`src/perf_pkg.sv`:
```
package perf_pkg;

        // ================================================
        // Widths
        // ================================================

        // Free-running counter, start times and elapsed value
        localparam int TS_WIDTH = 32;

        // Channel tag inside an entry, fixed so up to 8 channels fit
        localparam int CH_ID_WIDTH = 3;

        // One FIFO entry is event type, channel ID and value
        localparam int ENTRY_WIDTH = 1 + CH_ID_WIDTH + TS_WIDTH;

        // Bits above the low read word
        localparam int HIGH_WIDTH = ENTRY_WIDTH - TS_WIDTH;

        // External occupancy output, wide enough for a 32768-deep FIFO
        localparam int COUNT_WIDTH = 16;

        // ================================================
        // Encodings
        // ================================================

        // cfg_mode values
        localparam logic MODE_TIMESTAMP = 1'b0;
        localparam logic MODE_ELAPSED   = 1'b1;

        // Event type in bit 35 of an entry
        // Start is idle to active, end is active to idle
        localparam logic EVENT_START = 1'b0;
        localparam logic EVENT_END   = 1'b1;

        // ================================================
        // FIFO entry
        // ================================================

        // Written as a record, read back as two bus words
        typedef union packed {
                struct packed {
                        logic                   event_type;
                        logic [CH_ID_WIDTH-1:0] ch_id;
                        logic [TS_WIDTH-1:0]    value;
                } rec;
                struct packed {
                        logic [HIGH_WIDTH-1:0]  high;
                        logic [TS_WIDTH-1:0]    low;
                } words;
        } perf_entry_u;

endpackage

```
`src/perf_record_build.sv`:
```
`timescale 1ns/10ps

module perf_record_build import perf_pkg::*; #(
        parameter int NUM_CHANNELS = 8
) (
        input  logic                    clk,
        input  logic                    rst_n,
        input  logic                    cfg_mode,
        input  logic                    cfg_clear,
        input  logic [TS_WIDTH-1:0]     timestamp,
        input  logic [NUM_CHANNELS-1:0] idle_rising,
        input  logic [NUM_CHANNELS-1:0] idle_falling,
        output logic                    wr_en,
        output perf_entry_u             wr_entry
);

        // Counter value at the start of each channel's active period
        logic [TS_WIDTH-1:0]     start_time [NUM_CHANNELS];

        // Set while a start was seen in elapsed mode and no end yet
        logic [NUM_CHANNELS-1:0] active;

        // Channels with an event worth recording this cycle
        logic [NUM_CHANNELS-1:0] qual;

        // Winning channel and whether any channel qualified
        logic [CH_ID_WIDTH-1:0]  sel_ch;
        logic                    sel_valid;

        // End counter minus start counter of the winner
        logic [TS_WIDTH-1:0]     elapsed;

        // ================================================
        // Per-channel start tracking
        // ================================================

        always_ff @(posedge clk) begin
                if (!rst_n) begin
                        active <= '0;
                        for (int c = 0; c < NUM_CHANNELS; c++) begin
                                start_time[c] <= '0;
                        end
                end else if (cfg_clear) begin
                        active <= '0;
                        for (int c = 0; c < NUM_CHANNELS; c++) begin
                                start_time[c] <= '0;
                        end
                end else begin
                        for (int c = 0; c < NUM_CHANNELS; c++) begin
                                // Only elapsed mode opens an active period
                                if (idle_falling[c] && (cfg_mode == MODE_ELAPSED)) begin
                                        start_time[c] <= timestamp;
                                        active[c]     <= 1'b1;
                                end else if (idle_rising[c]) begin
                                        // Any return to idle closes it, whatever the mode
                                        active[c] <= 1'b0;
                                end
                        end
                end
        end

        // ================================================
        // Event qualification and priority
        // ================================================

        // Timestamp mode takes both edges
        // Elapsed mode takes an end only with a start on record
        always_comb begin
                if (cfg_mode == MODE_TIMESTAMP) begin
                        qual = idle_rising | idle_falling;
                end else begin
                        qual = idle_rising & active;
                end
        end

        // Walk down so the lowest qualifying channel is left standing
        // Other events in the same cycle are dropped
        always_comb begin
                sel_valid = 1'b0;
                sel_ch    = '0;
                for (int i = NUM_CHANNELS - 1; i >= 0; i--) begin
                        if (qual[i]) begin
                                sel_valid = 1'b1;
                                sel_ch    = CH_ID_WIDTH'(i);
                        end
                end
        end

        // ================================================
        // Entry assembly
        // ================================================

        // Modular difference, so a wrap in between still gives the length
        assign elapsed = timestamp - start_time[sel_ch];

        always_comb begin
                wr_entry = '0;
                if (cfg_mode == MODE_TIMESTAMP) begin
                        wr_entry.rec.event_type = idle_rising[sel_ch] ? EVENT_END : EVENT_START;
                        wr_entry.rec.value      = timestamp;
                end else begin
                        // Elapsed entries are always end events
                        wr_entry.rec.event_type = EVENT_END;
                        wr_entry.rec.value      = elapsed;
                end
                wr_entry.rec.ch_id = sel_ch;
        end

        // FIFO decides on its own whether there is room
        assign wr_en = sel_valid;

        // Elapsed write needs an open period and closes it on the next edge
        a_elapsed_active: assert property (@(posedge clk) disable iff (!rst_n)
                (wr_en && (cfg_mode == MODE_ELAPSED) && !cfg_clear)
                |=> ($past(active[sel_ch]) && !active[$past(sel_ch)]));

endmodule

```
`config.mk`:
```
export PLATFORM = sky130hd
export DESIGN_NAME = perf_record_build
export DESIGN_NICKNAME = d
export VERILOG_FILES = /design/src/perf_pkg.sv /design/src/perf_record_build.sv
export SDC_FILE = /design/constraint.sdc
export NUM_CORES = 1
export LEC_CHECK = 0
export ABC_AREA = 1
export BUFFER_PORTS_ARGS = -buffer_cell sky130_fd_sc_hd__buf_2
export CAP_MARGIN = 10
export CORE_ASPECT_RATIO = 0.7
export CORE_MARGIN = 10
export CORE_UTILIZATION = 40
export DETAILED_ROUTE_END_ITERATION = 12
export PLACE_DENSITY = 0.57
export SLEW_MARGIN = 15
export SYNTH_ARGS = -nofsm -noshare
export SYNTH_HDL_FRONTEND = slang
export SYNTH_SLANG_ARGS = --single-unit
```
`constraint.sdc`:
```
create_clock -name clk -period 18.4 [get_ports clk]
set_input_delay 4.6 -clock clk [delete_from_list [all_inputs] [get_ports clk]]
set_output_delay 4.6 -clock clk [all_outputs]
set_load 0.005 [all_outputs]
```
* Yosys cells after proc, flatten, opt, wreduce, memory -nomap -nowiden
Memories as Yosys holds them, arrays and structs flattened. Index checks and enable logic that the tools add are counted.
Storage, ports and cells: bits of input ports 52, flip-flop bits (word level) 8, memories kept 1, word-level logic and storage cells 137, memory bits (writable) 256
Cells by class: bitwise operators 19, reduce and logical (&&, ||, !) cells 17, muxes and demuxes 90, $add $sub $neg 1, magnitude comparators 1
Memory list:
- start_time | words 8, bits a word 32, read ports 1, clocked after Yosys merged registers in 0, write ports 8, line perf_record_build.sv:18 | logic [TS_WIDTH-1:0] start_time [NUM_CHANNELS];
Operators by type and width (count):
- $mux 32 | 17
- $mux 1 | 63
- $sub 32x32->32 | 1
- $mux 3 | 8
- $or 1x1->1 | 16
- $reduce_bool 2->1 | 8
- $and 8x8->8 | 1
- $logic_and 1x1->1 | 8
- $mux 8 | 1
- $or 8x8->8 | 1
- $lt 3x4->1 const B | 1
- $bmux 1 s3 | 1
- $reduce_or 2->1 | 1
- $not 1->1 | 1

* Depth between registers and ports, before layout
depth in word-level cells 14, gate-level depth with buffers 34, mapped depth without buffers 31

* Least setup slack after synthesis
No wires, ideal clock.
path kind input port to output port, start in cfg_mode, end out wr_entry[24] (netlist name), arrival 7817 ps, buffers on the path 5, slack 5983 ps, cell stages on the path 26, required time 13800 ps, path through buf_6 -> inv_4 -> buf_6 -> buf_6 -> nand2_2 -> a22oi_4 -> inv_4 -> nand2_4 -> buf_4 -> buf_4 -> nand2_1 -> nand3_1 -> a22o_1 -> ha_1 -> inv_1 -> fa_1 -> nand2_1 -> o21ai_1 -> a21oi_1 -> o21ai_1 -> a21oi_1 -> o21ai_1 -> a21oi_1 -> nand2b_1 -> nand3_1 -> nand2_1
RTL lines:
- start, declared | line perf_record_build.sv:8 | input logic cfg_mode,
- end, declared | line perf_record_build.sv:14 | output perf_entry_u wr_entry

==> impl_metrics.yaml <==
clock_tree:
  cts_max_level: 1
  cts_resized: 0
  clk_path_buf_depth: 3
  cts_sinks: 264
  cts_buffers: 28
  cts-hold-fix-buffers: 0
  post_cts_buffers: 0
  root_buffer: "clkbuf_16"
  clkTransAtPathRegs_ns: 0.06
  clkLatencyLatePin_ns: 0.55
  cts_tree: "yes"
sta:
  relSlewSlack: 0.250
  tightest_slew_ns: 1.12
  finalClockSkew_ns: 0
  fin_ws_ns: 2.88
  hold_viol: 0
  setup_tns_ns: 0
  finalCriticalPeriod_ns: 15.52
  rsz0062_at_grt: "false"
  fmax_ghz: 0.0644
  fin_crit_sh: 0.843
  slew_violations: 0
  setup_viol: 0
  holdWs_ns: 0.465
route:
  met2_length_mm: 19.2
  wire_per_inst_microns: 21.9
  firstDrtPassIters: 5
  drt_iter0_drc: 1208
  met1_length_mm: 19.8
  ant_nets: 0
  topRoutingLayerUsed: "met5"
  met3WireLength_mm: 5.11
  avgViaCountPerCell: 5.62
  drt-total-wl_mm: 44.9
  vias: 11500
  drc_errors: 0
logic_synthesis:
  ys_ff_latch: 264
  yosysTopAreaCell: "edfxtp_1"
  synth_flop_cell: "edfxtp_1"
  synth_area_leaders: "edfxtp_1 (49%), nor2_1 (8.7%), nand2_1 (8.6%)"
  ys_seq_area_frac: 0.550
  yosys.area_share.adder: 0.0298
  synth-edff-count: 224
  async_flop_share: 0
  yosys.area_share.simple: 0.219
  avgSynthCellArea_sq_um: 8.89
  synthMostInstantiatedCell: "nor2_1"
  synth_top_family_by_area: "simple AND/OR/NAND/NOR gates"
  muxShareOfSynthArea: 0
  yosys.area.top_type_share: 0.492
  syn_inst: 1539
  ys_warn_count: 0
  synth_cell_types: 47
  synth_nets: 1623
  netlist_area_sq_um: 13700
  synth_compound_area_frac: 0.130
  netlist_top_cells_count: "nor2_1 (317), nand2_1 (313), edfxtp_1 (224)"
  synth_xor_area_frac: 0.0102
placement:
  portBuffers: 88
  dp.final_hpwl_mm: 26.8
  gp_congestion: 0.879
  dp_cells: 1993
  dpl_worst_slack_ns: 2.96
critical_path:
  crit_type: "in -> out"
  cp_max_fo: 94
  cp.arrival_ns: 10.92
  critPathLaunchType: "input port"
  r2r_cells: 2
  reg2reg_to: "start_time[0][28]"
  required_ns: 13.80
  timing.critical_path.mode_cell: "nand2_1"
  rrSetupSlack_ns: 17.68
  setup.worst_path.start: "cfg_mode"
  slowest_delay_ns: 1.00
  end_kind: "primary output"
  slowest_stage: "inv_4"
  reg2reg_from: "start_time[0][28]"
floorplanning:
  io_pins: 89
  coreArea_sq_um: 33600
  die_height_microns: 175
  start_util: 0.407
  die-area_sq_um: 42100
  die_x_microns: 241
  placementRows: 56
flow_run:
  max_cap_violations: 0
global_route:
  grt_use_total: 0.206
  grt_max_degree: 95
  antenna_found_initial: 1
  grt_pass1_vias: 10700
  grt_pass1_wl_mm: 66.8
  gr-total-overflow: 0
power:
  internal_power_uw: 1150
  p_leak_uw: 0.00624
  power.density_nw_per_um2: 109
  power.switching_uw: 520
  irDropWorstVdd_v: 0.0000805
  combPwrFrac: 0.236
  pwr-share-seq: 0.419
  total_power_uw: 1670
  p_clk_frac: 0.346
  switching_share: 0.311
cells_and_area:
  n_antenna_cell: 0
  layout.cells.non_filler: 2045
  areaGrowthSynthToFinish_pct: 11.7
  drive_above_1_share: 0.111
  nets: 1672
  num-fill-cells: 3240
worst_hold_path:
  hp-start: "start_time[0][6]"
  min_path_cells: 2
  min_to: "start_time[0][6]"
  hp-class: "reg -> reg"
status:
  status: "complete, no violations"
[layout by cell type (no fill, tap or decap), types with 3 or more instances in the layout]
| cell type | synthesis | final |
|---|---|---|
| o21ai_0 | 77 | 77 |
| clkinv_2 | 0 | 5 |
| clkbuf_16 | 0 | 28 |
| o31ai_1 | 4 | 4 |
| a21o_1 | 4 | 4 |
| nand2_2 | 4 | 7 |
| nand2_1 | 313 | 310 |
| clkbuf_1 | 41 | 11 |
| a32oi_1 | 16 | 16 |
| edfxtp_1 | 224 | 224 |
| nand4_1 | 5 | 5 |
| nand3_1 | 93 | 86 |
| dfxtp_1 | 40 | 40 |
| buf_2 | 24 | 88 |
| nor2_1 | 317 | 316 |
| inv_1 | 78 | 77 |
| clkbuf_8 | 0 | 3 |
| nand3_2 | 0 | 7 |
| a31oi_1 | 3 | 3 |
| o21ai_1 | 48 | 48 |
| o22ai_1 | 18 | 18 |
| bufinv_16 | 0 | 3 |
| xor2_1 | 6 | 6 |
| buf_4 | 7 | 19 |
| ha_1 | 31 | 31 |
| o21bai_1 | 3 | 3 |
| a21oi_1 | 108 | 107 |
| inv_4 | 3 | 4 |
| o221ai_1 | 15 | 15 |
| nand3b_1 | 3 | 3 |
| xnor2_1 | 10 | 10 |
[sequential cells by signal, summed over array words and instances (netlist names)]
signal and cells:
start_time 256, active 8
[worst max-delay path: cells and delay by family]
kind	cells	cell delay, ns
buffers and inverters	6	2.32
AOI/OAI and AO/OA	8	1.67
and+or+nand+nor	15	1.64
adders and majority gates	2	0.60
[power by group through the flow]
stage	sequential, uW	combinational (uW)	clock, uW
6_report	699	393	577
5_1_grt	702	436	608
4_1_cts	699	386	582
3_5_place_dp	711	385	0
3_3_place_gp	711	384	0
2_1_floorplan	708	264	0
[layer usage]
| metal | track usage | vias up |
|---|---|---|
| li1 | - | 5367 |
| met3 | 0.0630 | 61 |
| met5 | 0 | - |
| met1 | 0.291 | 5547 |
| met2 | 0.308 | 512 |
| met4 | 0.0371 | 2 |
[kinds of logic (layout without fill, tap and decap cells)]
| kind of cell | after synthesis | in the layout |
|---|---|---|
| AO/OA/AOI/OAI | 309 | 309 |
| flip-flops | 264 | 264 |
| buffers and inverters | 172 | 243 |
| AND/OR/NAND/NOR | 746 | 746 |
| XOR/XNOR | 16 | 16 |
| adder cells (fa/ha/maj) | 32 | 32 |
[worst max-delay path by stage]
stage,to
after floorplan,wr_entry[24]
after global placement,wr_entry[24]
after detailed placement,wr_entry[24]
after CTS,wr_entry[24]
after global routing,wr_entry[24]
final,wr_entry[24]
[metrics by stage]
stage / instance area (sq um) / util
after detailed placement: 14300 / 0.427
after CTS: 15300 / 0.454
after global routing: 15300 / 0.454
after floorplan: 13700 / -
after global placement: 14300 / 0.427
final: 15300 / 0.454
[layout make-up]
type | instances | area, sq um | share of cell area
sequential | 264 | 7530 | 0.493
multi-input combinational | 1103 | 5370 | 0.352
clock buffer | 42 | 783 | 0.0513
timing repair buffer | 107 | 583 | 0.0382
tap | 435 | 544 | 0.0356
inverter | 84 | 325 | 0.0213
clock inverter | 10 | 140 | 0.00918
(Power assumes the default switching activity.)
