[src/perf_pkg.sv]
package perf_pkg;

        // ================================================
        // Widths
        // ================================================

        // Free-running counter, start times and elapsed value
        localparam int TS_WIDTH = 32;

        // Channel tag inside an entry, fixed so up to 8 channels fit
        localparam int CH_ID_WIDTH = 3;

        // One FIFO entry is event type, channel ID and value
        localparam int ENTRY_WIDTH = 1 + CH_ID_WIDTH + TS_WIDTH;

        // Bits above the low read word
        localparam int HIGH_WIDTH = ENTRY_WIDTH - TS_WIDTH;

        // External occupancy output, wide enough for a 32768-deep FIFO
        localparam int COUNT_WIDTH = 16;

        // ================================================
        // Encodings
        // ================================================

        // cfg_mode values
        localparam logic MODE_TIMESTAMP = 1'b0;
        localparam logic MODE_ELAPSED   = 1'b1;

        // Event type in bit 35 of an entry
        // Start is idle to active, end is active to idle
        localparam logic EVENT_START = 1'b0;
        localparam logic EVENT_END   = 1'b1;

        // ================================================
        // FIFO entry
        // ================================================

        // Written as a record, read back as two bus words
        typedef union packed {
                struct packed {
                        logic                   event_type;
                        logic [CH_ID_WIDTH-1:0] ch_id;
                        logic [TS_WIDTH-1:0]    value;
                } rec;
                struct packed {
                        logic [HIGH_WIDTH-1:0]  high;
                        logic [TS_WIDTH-1:0]    low;
                } words;
        } perf_entry_u;

endpackage

[src/perf_read_port.sv]
`timescale 1ns/10ps

module perf_read_port import perf_pkg::*; (
        input  logic                clk,
        input  logic                rst_n,
        input  logic                cfg_clear,
        input  logic                rd_pop,
        input  logic                empty,
        input  perf_entry_u         rd_entry,
        output logic [TS_WIDTH-1:0] data_low,
        output logic [TS_WIDTH-1:0] data_high
);

        // Whole entry held across the low and high word reads
        perf_entry_u latched;

        // ================================================
        // Pop latch
        // ================================================

        // Only an accepted pop loads, a strobe on empty keeps old words
        always_ff @(posedge clk) begin
                if (!rst_n) begin
                        latched <= '0;
                end else if (cfg_clear) begin
                        latched <= '0;
                end else if (rd_pop && !empty) begin
                        latched <= rd_entry;
                end
        end

        // Low word is the timestamp or elapsed value
        assign data_low  = latched.words.low;
        // High word is event type over channel ID, zero-extended
        assign data_high = {{(TS_WIDTH - HIGH_WIDTH){1'b0}}, latched.words.high};

endmodule

[config.mk]
export PLATFORM = sky130hd
export DESIGN_NAME = perf_read_port
export DESIGN_NICKNAME = d
export VERILOG_FILES = /design/src/perf_pkg.sv /design/src/perf_read_port.sv
export SDC_FILE = /design/constraint.sdc
export NUM_CORES = 1
export LEC_CHECK = 0
export ABC_AREA = 0
export BUFFER_PORTS_ARGS = -buffer_cell sky130_fd_sc_hd__buf_4
export CAP_MARGIN = 20
export CORE_UTILIZATION = 38
export CTS_BUF_LIST = sky130_fd_sc_hd__clkbuf_2
export DETAILED_ROUTE_END_ITERATION = 10
export HOLD_SLACK_MARGIN = 0.02
export PLACE_DENSITY_LB_ADDON = 0.1
export SYNTH_ARGS = -nofsm -noshare
export SYNTH_HDL_FRONTEND = slang
export SYNTH_SLANG_ARGS = --single-unit
[constraint.sdc]
create_clock -name clk -period 0.9 [get_ports clk]
set_clock_uncertainty 0.05 [all_clocks]
set_input_delay 0.09 -clock clk [delete_from_list [all_inputs] [get_ports clk]]
set_output_delay 0.09 -clock clk [all_outputs]
set_load 0.02 [all_outputs]
# Yosys cells after proc, flatten, opt, wreduce, memory -nomap -nowiden
# Cells that the tools add are included.
# totals
regBits,36
in_bits,41
output_inout_bits,64
wordCells,5
# op_classes
n_bitwise,1
reduce_logical,3
# op_table
operator,n
$reduce_or 2->1,1
$logic_and 1x1->1,1
$logic_not 1->1,1
$not 1->1,1

# Longest topological paths before layout
# Gate-level depths: netlist of run 1.
# depth
depth_word,2
depth_mapped,5
ltp_nobuf,3

# Worst setup path before layout of run 1
# OpenSTA, ideal clock, no wires.
# synth_timing
path_kind,input port to flip-flop
from,input port cfg_clear
to,register latched[10] (netlist name)
setup_time_ns,0.132
arrival_time_ns,0.644
slack_ns,0.073
path_stages,4
path_buffers,2
path_cell_list,nand2b_1 -> buf_2 -> clkbuf_1 -> a21oi_1
# synth_via
elab_chain_len,1
# synth_lines
element,line_no,rtl
from (decl),perf_read_port.sv:6,"input logic cfg_clear,"
$reduce_or 2->1 (no source line),--,
to (signal assigned),perf_read_port.sv:28,latched <= rd_entry;
to (decl),perf_read_port.sv:15,perf_entry_u latched;
# No other way between the ends.
# A chain may end at the register's enable or synchronous reset.

# Final worst setup path of run 1
# layout_timing
from,register latched[0] (netlist name)
to,output port data_low[0]
# layout_lines
element,line_no,rtl
to (decl),perf_read_port.sv:10,"output logic [TS_WIDTH-1:0] data_low,"
# No word-level cell between the ends.

==> flow_summary.yaml, run 1 <==
route:
  wire_length_per_cell_um: 11.0
  drt_pass1_iterations: 4
  route.final.wire_length_mm: 3.82
  post-route-drc-count: 0
  via_per_inst: 4.22
  antenna_left: 0
  dr_total_vias: 1474
  detailedRoute.firstIterationViolations: 90
synth:
  synth-xor-area-share_pct: 0
  synth.area.mux_share_pct: 0
  synth_fa_ha_area_share_pct: 0
  synthesized_area_per_cell_um2: 7.83
  netlist.top_cell.by_area: "sky130_fd_sc_hd__dfxtp_1"
  synth_top_family_by_area: "simple AND/OR/NAND/NOR gates"
  synthDistinctLibCells: 9
  synthesis.instances: 188
  synth.yosys.warnings: 0
  ys_ff_latch: 36
  synth_compound_gate_area_share_pct: 12.2
  netlist.area_leader.share_pct: 48.9
  syn-cell-area_um2: 1470
  synth_sequential_area_ratio_pct: 48.9
  synth.top_cells.by_area: "sky130_fd_sc_hd__dfxtp_1, sky130_fd_sc_hd__nand2_1, sky130_fd_sc_hd__buf_4, sky130_fd_sc_hd__a21oi_1, sky130_fd_sc_hd__buf_2"
  yosys.area_share.simple_pct: 19.6
setup_path:
  cp_cell_sequence: "buf_6"
  r2r.worst_path.cells: 3
  crit_required_ps: 760
  ff2ff_setup_slack_ps: 160
  critical_path.startpoint: "latched[0]$_SDFFE_PP0P_"
  timing.critical_path.to: "data_low[0]"
  critPathTopFamily: "flip-flops"
  crit_path_end_kind: "primary output"
  crit_path_max_fanout: 2
  maximum_single_stage_delay_on_the_critical_path_ps: 370
  cp_data_arrival_time_ps: 850
  crit_type: "reg2out"
  crit_buf_inv: 1
  worst_path_max_delay_cell: "sky130_fd_sc_hd__dfxtp_2"
  startpoint_type: "flip-flop"
  r2r-end: "latched[27]$_SDFFE_PP0P_"
  crit-reg2reg-launch: "latched[27]$_SDFFE_PP0P_"
  crit_cells: 1
final_layout:
  antenna_cells: 0
  finish.cell_count_without_fillers: 349
  post-route-util_pct: 70.2
  share_of_layout_cells_above_drive_strength_1_pct: 41.9
  area_delta_synth_final_pct: 75.9
  largest_register_by_flop_count: "latched"
  final_std_cell_area_no_fill_um2: 2590
  layout.nets: 341
  biggestRegsByFlops: "latched (36)"
  largest_reg_flops: 36
  num-fill-cells: 314
  mostFrequentLayoutCell: "sky130_fd_sc_hd__nand2_1"
  final_cell_mix: "sky130_fd_sc_hd__nand2_1, sky130_fd_sc_hd__buf_4"
place:
  port_buffers: 76
  detailedPlace.worstSlack_ps: 3.51
  place.gp.congestion: 0.680
  hpwl_mm: 2.11
  detailed_place.area_um2: 2000
  place_inst: 303
grt:
  largest_net_degree_at_the_start_of_global_routing: 37
  grt.overflow.total: 0
  globalRouteTotalUtil_pct: 19.3
  number_of_global_route_vias_before_repair: 1431
  grt_antenna_before_repair: 0
  grt_pass1_wl_mm: 6.14
pwr:
  power_per_cell_area_nw_per_um2: 1160
  total_power_mw: 3.01
  p_leak_nw: 1.14
  vdd.ir_drop.worst_mv: 0.773
sta:
  period_share_pct: 110
  hold_vio_cnt_final: 0
  endpoints_failing_setup: 36
  unrepaired_setup_endpoints_after_global_routing: "yes"
  final_critical_path_setup_slack_ps: -93.5
  max_freq_mhz: 1010
  final-max-slew-violation-count: 0
  final.min_clock_period_ps: 993
status:
  failed_checks: "setup timing"
  run_status: "finished with violations"
die:
  core_area_um2: 3690
  initial_standard_cell_utilization_of_the_core_pct: 39.9
  ioPinCount: 105
  fp.dieW_um: 64.3
  design.die.area_um2: 4130
  fp-row-count: 22
  dieHeight_um: 64.3
cts:
  cts_root_buffer: "sky130_fd_sc_hd__clkbuf_2"
  cts-buffers-inserted: 5
  clock_path_buffers: 2
  cts-htree-levels: 2
  clkSlewWorstSetupHoldPaths_ps: 170
  worstSkewPairLatency_ps: 370
  cts.sinks: 36
  tritoncts_clock_tree: "built"
run:
  max_cap_viol_count: 0
min_path:
  holdCritPathClass: "in2reg"
kinds of logic after synthesis:
logic type / Yosys count
simple gates: 75
buf+inv: 40
compound gates: 36
flops: 36
other cells: 1
report_power, final:
| part | internal [mW] | switching (mW) |
|---|---|---|
| clock | 0.208 | 0.485 |
| sequential | 1.63 | 0.0231 |
| combinational | 0.336 | 0.323 |
Yosys cell counts:
library cell                n
sky130_fd_sc_hd__clkbuf_1   3
sky130_fd_sc_hd__buf_2      4
sky130_fd_sc_hd__dfxtp_1   36
sky130_fd_sc_hd__a21oi_1   36
sky130_fd_sc_hd__nand2_1   72
sky130_fd_sc_hd__nor2b_1    1
sky130_fd_sc_hd__nand2b_1   2
sky130_fd_sc_hd__conb_1     1
sky130_fd_sc_hd__buf_4     33
repair_timing:
item	4_1_cts	5_1_grt
pin swaps	0	0
gates resized for setup	72	0
hold endpoints to repair	36	0
setup buffers	0	2
hold buffers	36	0
endpoints found under the setup margin	36	36
per-stage QoR:
stage                     hold WS, ps  setup TNS [ps]
after global placement            290               0
after CTS                        50.6           -4350
final                            91.8           -2940
after detailed placement          295               0
after global routing             52.8           -5410
after floorplan                   176               0
layout make-up:
type | instances | area (um2) | share of cell area (%)
Sequential cell | 36 | 766 | 29.6
Tap cell | 48 | 60.1 | 2.32
Multi-Input combinational cell | 139 | 577 | 22.3
Clock buffer | 7 | 35.0 | 1.35
Clock inverter | 1 | 3.75 | 0.145
Timing Repair Buffer | 118 | 1150 | 44.3
metal layers:
layer	up-vias	GRT usage [%]	share of wire, %	wire length [um]
met1	641	20.3	39	1490
met5	-	0	0	0
li1	759	-	-	-
met4	0	11.1	1.9	71
met3	9	5.36	6.3	242
met2	65	34.2	53	2020
worst min path at each step:
| stage | start | end | depth (start not counted) |
|---|---|---|---|
| final | empty | latched[33]$_SDFFE_PP0P_ | 5 |
| after global routing | empty | latched[8]$_SDFFE_PP0P_ | 5 |
| after CTS | empty | latched[33]$_SDFFE_PP0P_ | 5 |
| after detailed placement | rd_entry[8] | latched[8]$_SDFFE_PP0P_ | 3 |
| after global placement | rd_entry[5] | latched[5]$_SDFFE_PP0P_ | 3 |
| after floorplan | rd_entry[0] | latched[0]$_SDFFE_PP0P_ | 2 |
(Power assumes the default switching activity.)
==> inputs of run 2 (changes only) <==
Settings changed: PLACE_DENSITY set to 0.79, PLACE_DENSITY_LB_ADDON 0.1 to unset.
==> flow_summary.yaml, run 2 (same netlist as run 1, synthesis figures left out) <==
place:
  detailed_place.area_um2: 1990
  port_buffers: 76
  detailedPlace.worstSlack_ps: -11.0
  hpwl_mm: 2.14
  place.gp.congestion: 0.650
sta:
  hold_slack_ps: 96.9
  max_freq_mhz: 979
  period_share_pct: 114
  unrepaired_setup_endpoints_after_global_routing: "yes"
  endpoints_failing_setup: 36
  hold_vio_cnt_final: 0
  fin_tns_setup_ps: -3170
  final-max-slew-violation-count: 0
  final_critical_path_setup_slack_ps: -122
  final.min_clock_period_ps: 1020
setup_path:
  crit_path_max_fanout: 2
  crit_path_end_kind: "primary output"
  cp_cell_sequence: "buf_6"
  critPathTopFamily: "flip-flops"
  r2r-end: "latched[33]$_SDFFE_PP0P_"
  crit_type: "reg2out"
  ff2ff_setup_slack_ps: 120
  crit_required_ps: 760
  worst_path_max_delay_cell: "sky130_fd_sc_hd__dfxtp_2"
  crit-reg2reg-launch: "latched[33]$_SDFFE_PP0P_"
  r2r.worst_path.cells: 3
  crit_buf_inv: 1
  cp_data_arrival_time_ps: 880
  startpoint_type: "flip-flop"
  maximum_single_stage_delay_on_the_critical_path_ps: 390
min_path:
  worstHoldEndpoint: "latched[24]$_SDFFE_PP0P_"
  number_of_stages_on_the_worst_hold_path: 5
  holdCritPathClass: "in2reg"
  hp-start: "empty"
route:
  post-route-drc-count: 0
  drt_pass1_iterations: 6
  route.final.wire_length_mm: 4.34
  topRoutingLayerUsed: "met4"
  dr_wl_met2_mm: 2.49
  detailedRoute.firstIterationViolations: 128
  dr_wl_met3_um: 256
  dr_total_vias: 1570
  via_per_inst: 4.37
  wl_met1_mm: 1.54
  antenna_left: 0
  wire_length_per_cell_um: 12.1
pwr:
  p_leak_nw: 1.20
  power_per_cell_area_nw_per_um2: 1230
  vdd.ir_drop.worst_mv: 0.943
final_layout:
  share_of_layout_cells_above_drive_strength_1_pct: 43.4
  antenna_cells: 0
  mostFrequentLayoutCell: "sky130_fd_sc_hd__nand2_1"
  final_cell_mix: "sky130_fd_sc_hd__nand2_1, sky130_fd_sc_hd__buf_4"
  post-route-util_pct: 72.9
  layout.nets: 351
  largest_register_by_flop_count: "latched"
  final_std_cell_area_no_fill_um2: 2690
  biggestRegsByFlops: "latched (36)"
  largest_reg_flops: 36
  area_delta_synth_final_pct: 82.6
cts:
  tritoncts_clock_tree: "built"
  clkSlewWorstSetupHoldPaths_ps: 190
  clock_path_buffers: 2
  cts-buffers-inserted: 5
  cts.sinks: 36
  cts_root_buffer: "sky130_fd_sc_hd__clkbuf_2"
  worstSkewPairLatency_ps: 340
  cts-htree-levels: 2
grt:
  largest_net_degree_at_the_start_of_global_routing: 37
  number_of_global_route_vias_before_repair: 1426
  grt.overflow.total: 0
  globalRouteTotalUtil_pct: 20.5
  grt_antenna_before_repair: 0
  grt_pass1_wl_mm: 6.39
status:
  failed_checks: "setup timing"
  run_status: "finished with violations"
run:
  max_cap_viol_count: 0
die:
  fp-row-count: 22
  core_area_um2: 3690
  design.die.area_um2: 4130
  initial_standard_cell_utilization_of_the_core_pct: 39.9
  fp.dieW_um: 64.3
  ioPinCount: 105
  dieHeight_um: 64.3
[run 2: cell count changes in the layout (fill, tap and decap cells not counted), sizes merged]
cell	previous run	this run
clkinv	1	2
buf	82	92
clkbuf	7	5
bufinv	0	1
[run 2: power breakdown]
| part | switching (mW) | internal, mW |
|---|---|---|
| Sequential | 0.0253 | 1.64 |
| Combinational | 0.329 | 0.345 |
| Clock | 0.525 | 0.454 |
[run 2: what timing repair did]
action                     4_1_cts  5_1_grt
gates resized for setup         72        0
cloned                           0        0
hold endpoints to repair        36        0
buffers inserted                 1       12
hold buffers                    36        0
setup endpoints to repair       36       36
[run 2: worst max path at each step]
stage / from / to / cells past startpoint
2_1_floorplan: cfg_clear / latched[10]$_SDFFE_PP0P_ / 4
3_3_place_gp: empty / latched[16]$_SDFFE_PP0P_ / 5
3_5_place_dp: empty / latched[17]$_SDFFE_PP0P_ / 5
4_1_cts: latched[1]$_SDFFE_PP0P_ / data_low[1] / 1
5_1_grt: latched[33]$_SDFFE_PP0P_ / data_high[1] / 1
6_report: latched[33]$_SDFFE_PP0P_ / data_high[1] / 1
[run 2: cell type report]
type | count | area, um2
repair buffers | 128 | 1220
fillers | 283 | 1000
multi-input cells | 139 | 577
clock buffers | 5 | 25.0
well taps | 48 | 60.1
clock inverters | 3 | 37.5
flip-flops and latches | 36 | 766
[run 2: per-layer routing]
| metal | track usage (%) | up-vias |
|---|---|---|
| met5 | 0 | - |
| met4 | 7.50 | 0 |
| met3 | 6.96 | 6 |
| met2 | 39.5 | 69 |
| met1 | 19.7 | 712 |
| li1 | - | 783 |
[run 2: stage by stage]
stage / total power, mW / cells
6_report: 3.31 / 359
5_1_grt: 3.48 / 359
4_1_cts: 3.31 / 347
3_5_place_dp: 2.18 / 302
3_3_place_gp: 2.17 / 302
2_1_floorplan: 2.05 / 215
