[src/perf_pkg.sv]
package perf_pkg;

        // ================================================
        // Widths
        // ================================================

        // Free-running counter, start times and elapsed value
        localparam int TS_WIDTH = 32;

        // Channel tag inside an entry, fixed so up to 8 channels fit
        localparam int CH_ID_WIDTH = 3;

        // One FIFO entry is event type, channel ID and value
        localparam int ENTRY_WIDTH = 1 + CH_ID_WIDTH + TS_WIDTH;

        // Bits above the low read word
        localparam int HIGH_WIDTH = ENTRY_WIDTH - TS_WIDTH;

        // External occupancy output, wide enough for a 32768-deep FIFO
        localparam int COUNT_WIDTH = 16;

        // ================================================
        // Encodings
        // ================================================

        // cfg_mode values
        localparam logic MODE_TIMESTAMP = 1'b0;
        localparam logic MODE_ELAPSED   = 1'b1;

        // Event type in bit 35 of an entry
        // Start is idle to active, end is active to idle
        localparam logic EVENT_START = 1'b0;
        localparam logic EVENT_END   = 1'b1;

        // ================================================
        // FIFO entry
        // ================================================

        // Written as a record, read back as two bus words
        typedef union packed {
                struct packed {
                        logic                   event_type;
                        logic [CH_ID_WIDTH-1:0] ch_id;
                        logic [TS_WIDTH-1:0]    value;
                } rec;
                struct packed {
                        logic [HIGH_WIDTH-1:0]  high;
                        logic [TS_WIDTH-1:0]    low;
                } words;
        } perf_entry_u;

endpackage

[src/perf_event_detect.sv]
`timescale 1ns/10ps

module perf_event_detect import perf_pkg::*; #(
        parameter int NUM_CHANNELS = 8
) (
        input  logic                    clk,
        input  logic                    rst_n,
        input  logic [NUM_CHANNELS-1:0] channel_idle,
        input  logic                    cfg_enable,
        input  logic                    cfg_clear,
        output logic [TS_WIDTH-1:0]     timestamp,
        output logic [NUM_CHANNELS-1:0] idle_rising,
        output logic [NUM_CHANNELS-1:0] idle_falling
);

        // Idle levels seen in the last enabled cycle
        logic [NUM_CHANNELS-1:0] idle_prev;

        // ================================================
        // Timestamp counter
        // ================================================

        // Counts enabled cycles, wraps at all ones
        always_ff @(posedge clk) begin
                if (!rst_n) begin
                        timestamp <= '0;
                end else if (cfg_clear) begin
                        timestamp <= '0;
                end else if (cfg_enable) begin
                        timestamp <= timestamp + 1'b1;
                end
        end

        // ================================================
        // Idle edge detection
        // ================================================

        // All channels start out idle
        // Clear leaves this alone so edges keep tracking the inputs
        always_ff @(posedge clk) begin
                if (!rst_n) begin
                        idle_prev <= '1;
                end else if (cfg_enable) begin
                        idle_prev <= channel_idle;
                end
        end

        // Rising is active to idle, falling is idle to active
        // Both are held low while profiling is off
        assign idle_rising  = cfg_enable ? (channel_idle & ~idle_prev) : '0;
        assign idle_falling = cfg_enable ? (~channel_idle & idle_prev) : '0;

        // Counter steps by exactly one per enabled cycle below the wrap point
        a_ts_step: assert property (@(posedge clk) disable iff (!rst_n)
                (cfg_enable && !cfg_clear && (timestamp != '1))
                |=> (timestamp == TS_WIDTH'($past(timestamp) + 1'b1)));

endmodule

[config.mk]
export PLATFORM = sky130hd
export DESIGN_NAME = perf_event_detect
export DESIGN_NICKNAME = d
export VERILOG_FILES = /design/src/perf_pkg.sv /design/src/perf_event_detect.sv
export SDC_FILE = /design/constraint.sdc
export NUM_CORES = 1
export LEC_CHECK = 0
export CELL_PAD_IN_SITES_DETAIL_PLACEMENT = 0
export CELL_PAD_IN_SITES_GLOBAL_PLACEMENT = 1
export CORE_UTILIZATION = 45
export DETAILED_ROUTE_END_ITERATION = 16
export DONT_BUFFER_PORTS = 1
export HOLD_SLACK_MARGIN = 0.15
export PLACE_DENSITY = 0.75
export SKIP_LAST_GASP = 1
export SYNTH_ARGS = -nofsm -noshare
export SYNTH_HDL_FRONTEND = slang
export SYNTH_SLANG_ARGS = --single-unit
export TNS_END_PERCENT = 10
[constraint.sdc]
create_clock -name clk -period 1.83 [get_ports clk]
set_input_delay 0.2745 -clock clk [delete_from_list [all_inputs] [get_ports clk]]
set_output_delay 0.2745 -clock clk [all_outputs]
set_load 0.005 [all_outputs]
Yosys cells after proc, flatten, opt, wreduce, memory -nomap -nowiden
Cells that the tools add are included.
{"block": "totals", "in_bits": 12, "regBits": 40, "elab_cells": 11}
{"block": "op_classes", "mux": 2, "n_bitwise": 5, "reduce_logical": 1, "n_addsub": 1}
{"operator": "$add A32 B1 Y32 const B", "n": 1}
{"operator": "$and A8 B8 Y8", "n": 2}
{"operator": "$mux W8", "n": 2}
{"operator": "$not A8 Y8", "n": 2}
{"operator": "$reduce_or A2 Y1", "n": 1}
{"operator": "$not A1 Y1", "n": 1}

Depth between registers and ports, before layout
Gate-level depths: netlist of run 1.
{"block": "logic_depth", "ltp_word": 3, "mapped_depth": 6, "mapped_depth_nobuf": 5}

Worst setup path before layout of run 1
No wires, ideal clock.
{"block": "synth_timing", "path_kind": "register to register", "from": "reg timestamp[3]", "to": "reg timestamp[29]", "stages_incl_launch_ff": 7, "setup_ns": 0.070, "slack_ns": 0.191, "arrival_ns": 1.568, "synth_period_minus_slack_ns": 1.639, "path_buffers": 2, "cell_sequence": "dfxtp_1 > and4_1 > buf_6 > nand4_4 > buf_6 > or4_1 > a21oi_1"}
{"block": "synth_via", "elab_chain_len": 1}
{"item": "from (decl)", "line": "perf_event_detect.sv:11", "text": "output logic [TS_WIDTH-1:0] timestamp,"}
{"item": "from (signal assigned)", "line": "perf_event_detect.sv:30", "text": "timestamp <= timestamp + 1'b1;"}
{"item": "$add A32 B1 Y32", "line": "perf_event_detect.sv:30"}
Every way passes these cells.
A chain may end at the register's enable or synchronous reset.

Worst setup path after layout of run 1
{"block": "layout_timing", "from": "reg timestamp[11]", "to": "reg timestamp[25]"}
Same word-level chain as after synthesis.

==> out/metrics.cfg, run 1 <==
[status]
outcome=finished clean

[synth]
netlist_instances=223
synth.cell_area_sq_um=1980
synth_warnings=0
yosysMostFrequentCell=dfxtp_1
synth_top_cells_by_count=dfxtp_1, nand2_1, nor2_1, a21oi_1
synthDistinctLibCells=36
syn-num-nets=236
synth_seq_area_share_pct=40.5
ys.flop_type=dfxtp_1
synth_area_leaders=dfxtp_1, mux2i_1, o31ai_1
synth_edf_count=0
syn_avg_cell_area_sq_um=8.87
synth_top_area_cell=dfxtp_1
ys_ff_latch=40
synth-async-reset-ratio_pct=0
yosysTopAreaCellShare_pct=40.5

[route]
vias=1751
wl_per_cell_um=15.0
drt_iter0_drc=107
drc_errors=0
antenna_left=0
wl_um=4550
firstDrtPassIters=4
viasPerCell=5.76

[timing]
drv_slew=0
worst_slew_pin_slew_ns=0.382
min_period_ns=1.70
period_share_pct=93.2
setup-tns-final_ns=0
holdWs_ns=0.164
fmax_mhz=587
rsz0062_at_grt=false
skew_ns=0.00753
finalSetupViolations=0
slew_headroom_pct=74.5
hold_violations=0

[clocking]
cts_sinks=40
clock_latency_ns=0.29
postCtsSetupBuffers=0
cts_tree=built
numCtsBuffers=5
path_clk_slew_ns=0.08
clock_path_buffers=2
h-tree-depth=2
cts_root_buf=clkbuf_8

[grt]
grt_pass1_wl_um=7200
antenna_found_initial=0
grt_max_degree=30
grt_usage_pct=20.7
use_met2_pct=36.0
grt_pass1_vias=1621
use_met3_pct=7.00
top_usage_layer=met2
overflow=0
grt_util_met1_pct=23.3

[final_layout]
fillCellCount=360
drive_gt1_share_pct=14.6
multi_input_area_sq_um=1070
fin_util_pct=57.5
seq_area_sq_um=802
nets=266
fin_cells=304
area_growth_pct=19.5
diodes=0

[worst_setup_path]
critPathMaxStageDelay_ns=0.51
rrSetupSlack_ns=0.13
r2r_cells=5
end_kind=register
cp_max_fo=29
cp_data_arrival_time_ns=1.92
rr_endpoint=timestamp[25]
rr_startpoint=timestamp[11]
crit_path_start_kind=register
cp_slowest_cell=or4_1
criticalPathCategory=reg -> reg
crit_required_ns=2.04
crit_chain=and4_1 -> nand4_1 -> buf_4 -> or4_1 -> a21oi_1

[flow_run]
maxCapViolCount=0

[floorplanning]
coreArea_sq_um=4120
die_area_sq_um=4660
fp.dieH_um=68.3
fp-row-count=23
io_pins=60
die_x_um=68.3
initial_core_util_pct=48.1

[pwr]
clkPwrFrac_pct=37.8
power_frac_seq_pct=56.0
internal_power_mw=1.25
switching_share_pct=21.6
netSwitchingPower_mw=0.343
p_per_area_nw_per_um2=672
power_mw=1.59
leakage_nw=0.916
vdd_drop_max_mv=0.407
pwr-share-comb_pct=6.1

[min_path]
holdPathEnd=timestamp[0]
holdPathStages=2
worstHoldStart=cfg_enable
hold_path_class=in -> reg

[placement]
port_buffers=0
dp_cells=280
finalWeightedCongestion=0.826
dp_hpwl_um=3160

-- final cells by class --
cell class                      instances  share of cell area [%]
Clock buffer                            8                    3.81
Inverter                                4                   0.635
Multi-Input combinational cell        164                    45.2
Sequential cell                        40                    33.9
Tap cell                               50                    2.65
Timing Repair Buffer                   38                    13.8
-- through the flow --
stage          worst slack, ns  area (sq um)
2_1_floorplan            0.191          1980
3_3_place_gp             0.106          2110
3_5_place_dp            0.0502          2110
4_1_cts                 0.0277          2360
5_1_grt                 0.0253          2360
6_report                 0.125          2360
-- cell families (layout without fill, tap and decap cells) --
| group | count (synthesis) | after routing | share of synthesized area (%) |
|---|---|---|---|
| simple gates | 105 | 105 | 31.9 |
| flops | 40 | 40 | 40.5 |
| compound gates | 36 | 36 | 11.0 |
| buf+inv | 19 | 50 | 5.57 |
| xor+xnor | 12 | 12 | 5.31 |
| mux | 10 | 10 | 5.06 |
| fa+ha+maj | 1 | 1 | 0.632 |
-- layout by cell type (no fill, tap or decap), types with 2 or more instances in the layout --
cell	synthesis	layout
o21a_1	2	2
xnor2_1	3	3
a21oi_1	17	17
and2_1	2	2
nand3_1	6	6
nand2b_1	2	2
nor2_1	20	20
o21ai_0	4	4
nand2_1	25	25
or3_1	3	3
and3_1	4	3
and4_2	1	2
clkbuf_8	1	6
clkbuf_1	5	2
nand4_4	2	2
dlygate4sd3_1	0	16
and3b_1	8	8
dfxtp_1	40	39
inv_1	4	4
or4_1	13	13
buf_4	3	22
nand4_1	9	9
and4_1	4	3
o31ai_1	13	13
xor2_1	9	9
mux2i_1	10	10
-- worst max-delay path: cells and delay by family (launching register included) --
kind	cells	cell delay, ns
AO/OA/AOI/OAI	1	0.16
buffers and inverters	1	0.23
flip-flops	1	0.39
AND/OR/NAND/NOR	3	0.84
-- state kept, by name, summed over array words and instances (netlist names) --
| signal | flops |
|---|---|
| idle_prev | 8 |
| timestamp | 32 |
-- repair_timing --
action / 4_1_cts / 5_1_grt
hold buffers: 16 / 0
endpoints found under the setup margin: 0 / 7
hold endpoints to repair: 8 / 0
resized for setup: 0 / 3
-- worst max path at each step --
stage | start | end | depth (start not counted)
6_report | timestamp[11] | timestamp[25] | 5
5_1_grt | timestamp[11] | timestamp[30] | 5
4_1_cts | timestamp[1] | timestamp[26] | 5
3_5_place_dp | timestamp[1] | timestamp[30] | 5
3_3_place_gp | timestamp[1] | timestamp[28] | 5
2_1_floorplan | timestamp[3] | timestamp[29] | 6
-- power groups by stage --
stage                     logic, mW  registers [mW]  clock network (mW)
final                        0.0975           0.890               0.601
after global routing          0.106           0.891               0.664
after CTS                    0.0961           0.890               0.624
after detailed placement     0.0605           0.910                   0
after global placement       0.0572           0.910                   0
after floorplan              0.0585           0.909                   0
-- routing by layer --
layer / routed length [um] / share of wire [%]
met5: 0 / 0
met4: 39 / 0.86
met3: 267 / 5.9
met2: 2340 / 51
met1: 1910 / 42
(Power assumes the default switching activity.)
==> run 2, diff against run 1 <==
--- a/config.mk
+++ b/config.mk
@@ -7,12 +7,14 @@
 export LEC_CHECK = 0
 export CELL_PAD_IN_SITES_DETAIL_PLACEMENT = 0
 export CELL_PAD_IN_SITES_GLOBAL_PLACEMENT = 1
-export CORE_UTILIZATION = 45
+export CORE_MARGIN = 5
+export CORE_UTILIZATION = 41
 export DETAILED_ROUTE_END_ITERATION = 16
 export DONT_BUFFER_PORTS = 1
 export HOLD_SLACK_MARGIN = 0.15
-export PLACE_DENSITY = 0.75
+export PLACE_DENSITY = 0.72
 export SKIP_LAST_GASP = 1
+export SLEW_MARGIN = 20
 export SYNTH_ARGS = -nofsm -noshare
 export SYNTH_HDL_FRONTEND = slang
 export SYNTH_SLANG_ARGS = --single-unit
==> constraint.sdc (replaced) <==
create_clock -name clk -period 1.5 [get_ports clk]
set_input_delay 0.225 -clock clk [delete_from_list [all_inputs] [get_ports clk]]
set_output_delay 0.225 -clock clk [all_outputs]
set_load 0.005 [all_outputs]
==> run 2 against run 1 <==
- the flow now finishes with violations (setup timing)
- clock-buffer cell count fell by 1
- combinational power rose by 28%
- clock skew rose by 0.0040 ns
- power rose by 31%
- first-iteration DRC count rose by 15%
- setup slack got worse by 0.23 ns
- worst hold slack improved by 0.031 ns
- sequential share of layout area fell by 3.3 points
- critical path type unchanged
==> out/metrics.cfg, run 2 (synthesis results as in run 1) <==
[worst_setup_path]
crit_family=simple AND/OR/NAND/NOR gates
cp_data_arrival_time_ns=1.84  ; -0.08 ns
cp_max_fo=25  ; -14%
crit_path_start_kind=register
end_kind=register
crit_required_ns=1.73  ; -0.31 ns
criticalPathCategory=reg -> reg
critPathMaxStageDelay_ns=0.51  ; about the same
critical_path_buf_inv_count=1  ; unchanged
cp_slowest_cell=or4_1
crit_chain=and4_4 -> nand4_1 -> buf_6 -> or4_1 -> a21oi_1

[placement]
dp_hpwl_um=3720  ; +18%
finalWeightedCongestion=0.819  ; -0.86%
dpl_cell_area_sq_um=2380  ; +13%
port_buffers=0  ; unchanged

[final_layout]
layout_commonest_cell=buf_4
regMostFlops=timestamp
area_growth_pct=35.5
top_regs=timestamp (32), idle_prev (8)
seq_area_sq_um=822  ; +2.5%
multi_input_area_sq_um=1090  ; +2.0%
nets=294  ; +11%
diodes=0  ; unchanged
drive_gt1_share_pct=27.3  ; +13 points
final_cell_mix=buf_4, dfxtp_1, nand2_1
largest_reg_flops=32  ; unchanged
fillCellCount=424  ; +18%
stdcell_area_sq_um=2680  ; +13%

[route]
wl_um=5170  ; +13%
wl_per_cell_um=15.4  ; +2.7%
firstDrtPassIters=4  ; unchanged
drc_errors=0  ; unchanged
vias=1885  ; +7.7%
viasPerCell=5.61  ; -2.6%
drt_iter0_drc=123  ; +15%
antenna_left=0  ; unchanged

[clocking]
numCtsBuffers=5  ; unchanged
path_clk_slew_ns=0.09  ; about the same
cts_root_buf=clkbuf_8
cts_sinks=40  ; unchanged
clock_latency_ns=0.30  ; about the same
clock_path_buffers=2  ; unchanged
cts_tree=built
h-tree-depth=2  ; unchanged

[pwr]
leakage_nw=1.08  ; +18%
p_per_area_nw_per_um2=775  ; +15%
power_mw=2.08  ; +31%
vdd_drop_max_mv=0.483  ; +19%

[timing]
fmax_mhz=622  ; +6.1%
drv_slew=0  ; unchanged
finalSetupViolations=15  ; +15
skew_ns=0.0115  ; +0.00398 ns
rsz0062_at_grt=true
slew_headroom_pct=77.0  ; +2.6 points
setup-tns-final_ns=-0.995  ; -0.995 ns
hold_violations=0  ; unchanged
worst_slew_pin_slew_ns=0.344  ; -0.0388 ns
min_period_ns=1.61  ; -0.0973 ns
period_share_pct=107  ; +14 points
setup_slack_ns=-0.107  ; -0.233 ns
holdWs_ns=0.195  ; +0.0312 ns

[grt]
grt_usage_pct=17.8  ; -2.9 points
grt_max_degree=30  ; unchanged
grt_pass1_wl_um=9040  ; +26%
grt_pass1_vias=1951  ; +20%
overflow=0  ; unchanged
antenna_found_initial=0  ; unchanged

[floorplanning]
initial_core_util_pct=42.2  ; -5.9 points
fp-row-count=25  ; +8.7%
die_area_sq_um=6310  ; +35%
die_x_um=79.5  ; +16%
io_pins=60  ; unchanged
fp.dieH_um=79.5  ; +16%
coreArea_sq_um=4690  ; +14%

[flow_run]
maxCapViolCount=0  ; unchanged

[min_path]
hold_path_class=in -> reg

[status]
outcome=finished with violations
violations=setup timing

-- run 2: cell count changes in the layout (fill, tap and decap cells not counted), moves of 3 or more --
| cell | change |
|---|---|
| and4_4 | +3 |
| buf_4 | +23 |
| dfxtp_1 | -10 |
| dfxtp_2 | +7 |
| dfxtp_4 | +3 |
-- run 2: routing by layer --
layer	part of all wire (%)	wire [um]	vias up	GRT usage, %
met1	41	2120	906	20.0
li1	-	-	923	-
met2	51	2630	50	31.3
met5	0	0	-	0
met4	1.2	64	0	5.84
met3	6.7	346	6	6.09
-- run 2: final timing paths --
path,end,cells after the start,from,slack (ns)
worst min register to register,timestamp[31],2,timestamp[31],0.50
worst max register to register,timestamp[23],5,timestamp[11],-0.11
worst max-delay path,timestamp[23],5,timestamp[11],-0.11
worst min-delay path,timestamp[2],3,cfg_enable,0.20
-- run 2: metrics by stage --
stage	utilization, %	instances	setup slack [ns]
CTS	57.1	336	-0.101
floorplan	-	223	-0.0307
finish	57.1	336	-0.107
global route	57.1	336	-0.181
global placement	50.7	310	-0.0655
detailed placement	50.7	310	-0.0986
-- run 2: repair_timing --
action                                 CTS  global route
endpoints found under the hold margin   11             0
gates resized for setup                  2             0
hold buffers                            18             0
pin swaps                                0             0
buffers inserted                         0             0
setup endpoints to repair               17            19
-- run 2: worst min-delay path, cell delays in order --
cell,delay (ns)
nand2_1,0.05
xor2_1,0.07
nor2_1,0.10
-- run 2: where the power goes --
part           internal (mW)  switching [mW]
clock                  0.477           0.392
combinational         0.0732          0.0519
sequential              1.07          0.0112
total                   1.62           0.455
-- run 2: final cells by class --
type / count / area share (%)
Inverter: 4 / 0.560
Multi-Input combinational cell: 164 / 40.7
Sequential cell: 40 / 30.7
Timing Repair Buffer: 66 / 21.2
Clock inverter: 1 / 0.327
Clock buffer: 7 / 4.01
Tap cell: 54 / 2.52
==> run 3, diff against run 2 <==
--- a/config.mk
+++ b/config.mk
@@ -5,10 +5,11 @@
 export SDC_FILE = /design/constraint.sdc
 export NUM_CORES = 1
 export LEC_CHECK = 0
+export ABC_AREA = 1
 export CELL_PAD_IN_SITES_DETAIL_PLACEMENT = 0
 export CELL_PAD_IN_SITES_GLOBAL_PLACEMENT = 1
 export CORE_MARGIN = 5
-export CORE_UTILIZATION = 41
+export CORE_UTILIZATION = 38
 export DETAILED_ROUTE_END_ITERATION = 16
 export DONT_BUFFER_PORTS = 1
 export HOLD_SLACK_MARGIN = 0.15
==> run 3 against run 2 <==
- the run now ends clean
- routed wire length rose by 2.5%
- die area grew 9.4%
- power fell by 5.4%
- clock skew decreased by 0.0070 ns
- critical path depth down 2
- critical path type is now in -> reg
- largest cell class unchanged
- largest power group unchanged
==> out/metrics.cfg, run 3 <==
[final_layout]
fin_cells=426  ; +27%
fin_util_pct=48.7  ; -8.5 points
layout_commonest_cell=nand2_1
final_cell_mix=nand2_1, nor2_1, dfxtp_1
nets=368  ; +25%
diodes=0  ; unchanged
area_growth_pct=23.2
drive_gt1_share_pct=14.6  ; -13 points
top_regs=timestamp (32), idle_prev (8)
largest_reg_flops=32  ; unchanged
regMostFlops=timestamp

[worst_setup_path]
rr_endpoint=timestamp[26]
criticalPathCategory=in -> reg
end_kind=register
crit_required_ns=1.69  ; -0.04 ns
crit_path_start_kind=primary input
rrSetupSlack_ns=0.09  ; +0.20 ns
crit_family=buffers and inverters
cp_slowest_cell=dlygate4sd3_1
cp_max_fo=8  ; -68%
crit_chain=dlygate4sd3_1 -> nand3_1 -> dlygate4sd3_1
r2r_cells=8  ; +3
critical_path_buf_inv_count=2  ; +1
cp_data_arrival_time_ns=1.61  ; -0.23 ns
rr_startpoint=timestamp[1]
cp_common_cell=dlygate4sd3_1
critPathMaxStageDelay_ns=0.71  ; +0.20 ns

[synth]
synth_seq_area_share_pct=39.4  ; -1.1 points
netlist_instances=320  ; +43%
ys_ff_latch=40  ; unchanged
synth-async-reset-ratio_pct=0  ; unchanged
yosysTopAreaCellShare_pct=39.4  ; -1.1 points
syn-num-nets=333  ; +41%
synth_top_area_cell=dfxtp_1
synth.cell_area_sq_um=2030  ; +2.7%
syn_avg_cell_area_sq_um=6.35  ; -28%
yosysMostFrequentCell=nand2_1
ys.flop_type=dfxtp_1
synth_top_cells_by_count=nand2_1, nor2_1, dfxtp_1, inv_1, nand3_1
synth_edf_count=0  ; unchanged
synthDistinctLibCells=23  ; -36%
synth_warnings=0  ; unchanged
synth_area_leaders=dfxtp_1, nand2_1, nor2_1

[clocking]
numCtsBuffers=5  ; unchanged
clock_latency_ns=0.30  ; about the same
cts_tree=built
path_clk_slew_ns=0.08  ; about the same
cts_root_buf=clkbuf_8
cts_sinks=40  ; unchanged
h-tree-depth=2  ; unchanged
clock_path_buffers=2  ; unchanged

[timing]
fmax_mhz=703  ; +13%
finalSetupViolations=0  ; -15
skew_ns=0.00453  ; -0.00698 ns
min_period_ns=1.42  ; -0.185 ns
drv_slew=0  ; unchanged
slew_headroom_pct=74.5  ; -2.5 points
worst_slew_pin_slew_ns=0.381  ; +0.0370 ns
setup-tns-final_ns=0  ; +0.995 ns
rsz0062_at_grt=true
hold_violations=0  ; unchanged
period_share_pct=94.9  ; -12 points
holdWs_ns=0.154  ; -0.0411 ns

[floorplanning]
fp-row-count=26  ; +4.0%
die_x_um=83.1  ; +4.6%
fp.dieH_um=83.1  ; +4.6%
initial_core_util_pct=39.5  ; -2.6 points
die_area_sq_um=6910  ; +9.4%
coreArea_sq_um=5140  ; +9.5%
io_pins=60  ; unchanged

[status]
outcome=finished clean

[pwr]
p_per_area_nw_per_um2=785  ; +1.3%
leakage_nw=0.992  ; -8.1%
vdd_drop_max_mv=0.481  ; -0.49%

[min_path]
holdPathStages=3  ; unchanged
hold_path_class=in -> reg
holdPathEnd=timestamp[0]
worstHoldStart=cfg_enable

[route]
viasPerCell=4.69  ; -16%
firstDrtPassIters=4  ; unchanged
drc_errors=0  ; unchanged
antenna_left=0  ; unchanged
vias=2000  ; +6.1%
wl_per_cell_um=12.4  ; -19%
wl_um=5300  ; +2.5%
drt_iter0_drc=58  ; -53%

[placement]
dp_cells=405  ; +31%
port_buffers=0  ; unchanged
finalWeightedCongestion=0.800  ; -2.3%
dp_hpwl_um=4110  ; +11%

[grt]
antenna_found_initial=0  ; unchanged
grt_max_degree=21  ; -30%
grt_usage_pct=15.6  ; -2.2 points
grt_pass1_vias=1873  ; -4.0%
grt_pass1_wl_um=8850  ; -2.1%
overflow=0  ; unchanged

[flow_run]
maxCapViolCount=0  ; unchanged

run 3: logic make-up (layout without fill, tap and decap cells):
| logic type | Yosys count | after routing | share of synthesized area, % |
|---|---|---|---|
| AOI/OAI and AO/OA | 26 | 26 | 6.96 |
| xor gates and xnor gates | 3 | 3 | 1.29 |
| adders and majority gates | 1 | 1 | 0.616 |
| buffers and inverters | 33 | 69 | 6.40 |
| DFF | 40 | 40 | 39.4 |
| and+or+nand+nor | 217 | 217 | 45.3 |
run 3: final cells by class:
cell class | instances | area (sq um)
Sequential cell | 40 | 805
Inverter | 27 | 101
Clock inverter | 2 | 10.0
Tap cell | 70 | 87.6
Multi-Input combinational cell | 247 | 1130
Fill cell | 570 | 2640
Timing Repair Buffer | 34 | 285
Clock buffer | 6 | 82.6
run 3: worst max-delay path by stage:
| stage | start | endpoint | slack [ns] | depth (start not counted) |
|---|---|---|---|---|
| finish | rst_n | idle_prev[7] | 0.08 | 3 |
| global route | timestamp[0] | timestamp[28] | -0.03 | 9 |
| CTS | cfg_enable | timestamp[28] | 0.002 | 9 |
| detailed placement | timestamp[12] | timestamp[29] | 0.08 | 8 |
| global placement | timestamp[12] | timestamp[29] | 0.08 | 8 |
| floorplan | timestamp[0] | timestamp[20] | 0.15 | 8 |
run 3: worst min-delay path: stages:
cell and delay [ns]:
nand2_1 0.08, nand2_1 0.08, a21oi_1 0.03
run 3: timing repair:
item,CTS,global route
buffers inserted,0,2
hold buffers,11,0
resized for setup,0,12
endpoints found under the setup margin,0,17
endpoints found under the hold margin,12,0
run 3: per-layer routing:
layer	track usage, %	vias to the layer above	part of all wire, %
li1	-	1085	-
met1	18.8	873	45
met2	26.1	36	47
met3	5.25	6	6.3
met4	4.90	0	1.4
met5	0	-	0
run 3: power by group:
part	switching [mW]	total, mW	internal [mW]
clock	0.393	0.760	0.367
sequential	0.0114	1.09	1.08
combinational	0.0627	0.115	0.0523
total	0.467	1.96	1.50
run 3: per-stage QoR:
step | total power [mW] | cell area, sq um | setup slack (ns)
4_1_cts | 1.99 | 2450 | 0.00163
3_5_place_dp | 1.20 | 2250 | 0.0829
3_3_place_gp | 1.20 | 2250 | 0.0848
2_1_floorplan | 1.19 | 2030 | 0.147
6_report | 1.96 | 2500 | 0.0772
5_1_grt | 2.06 | 2500 | -0.0347
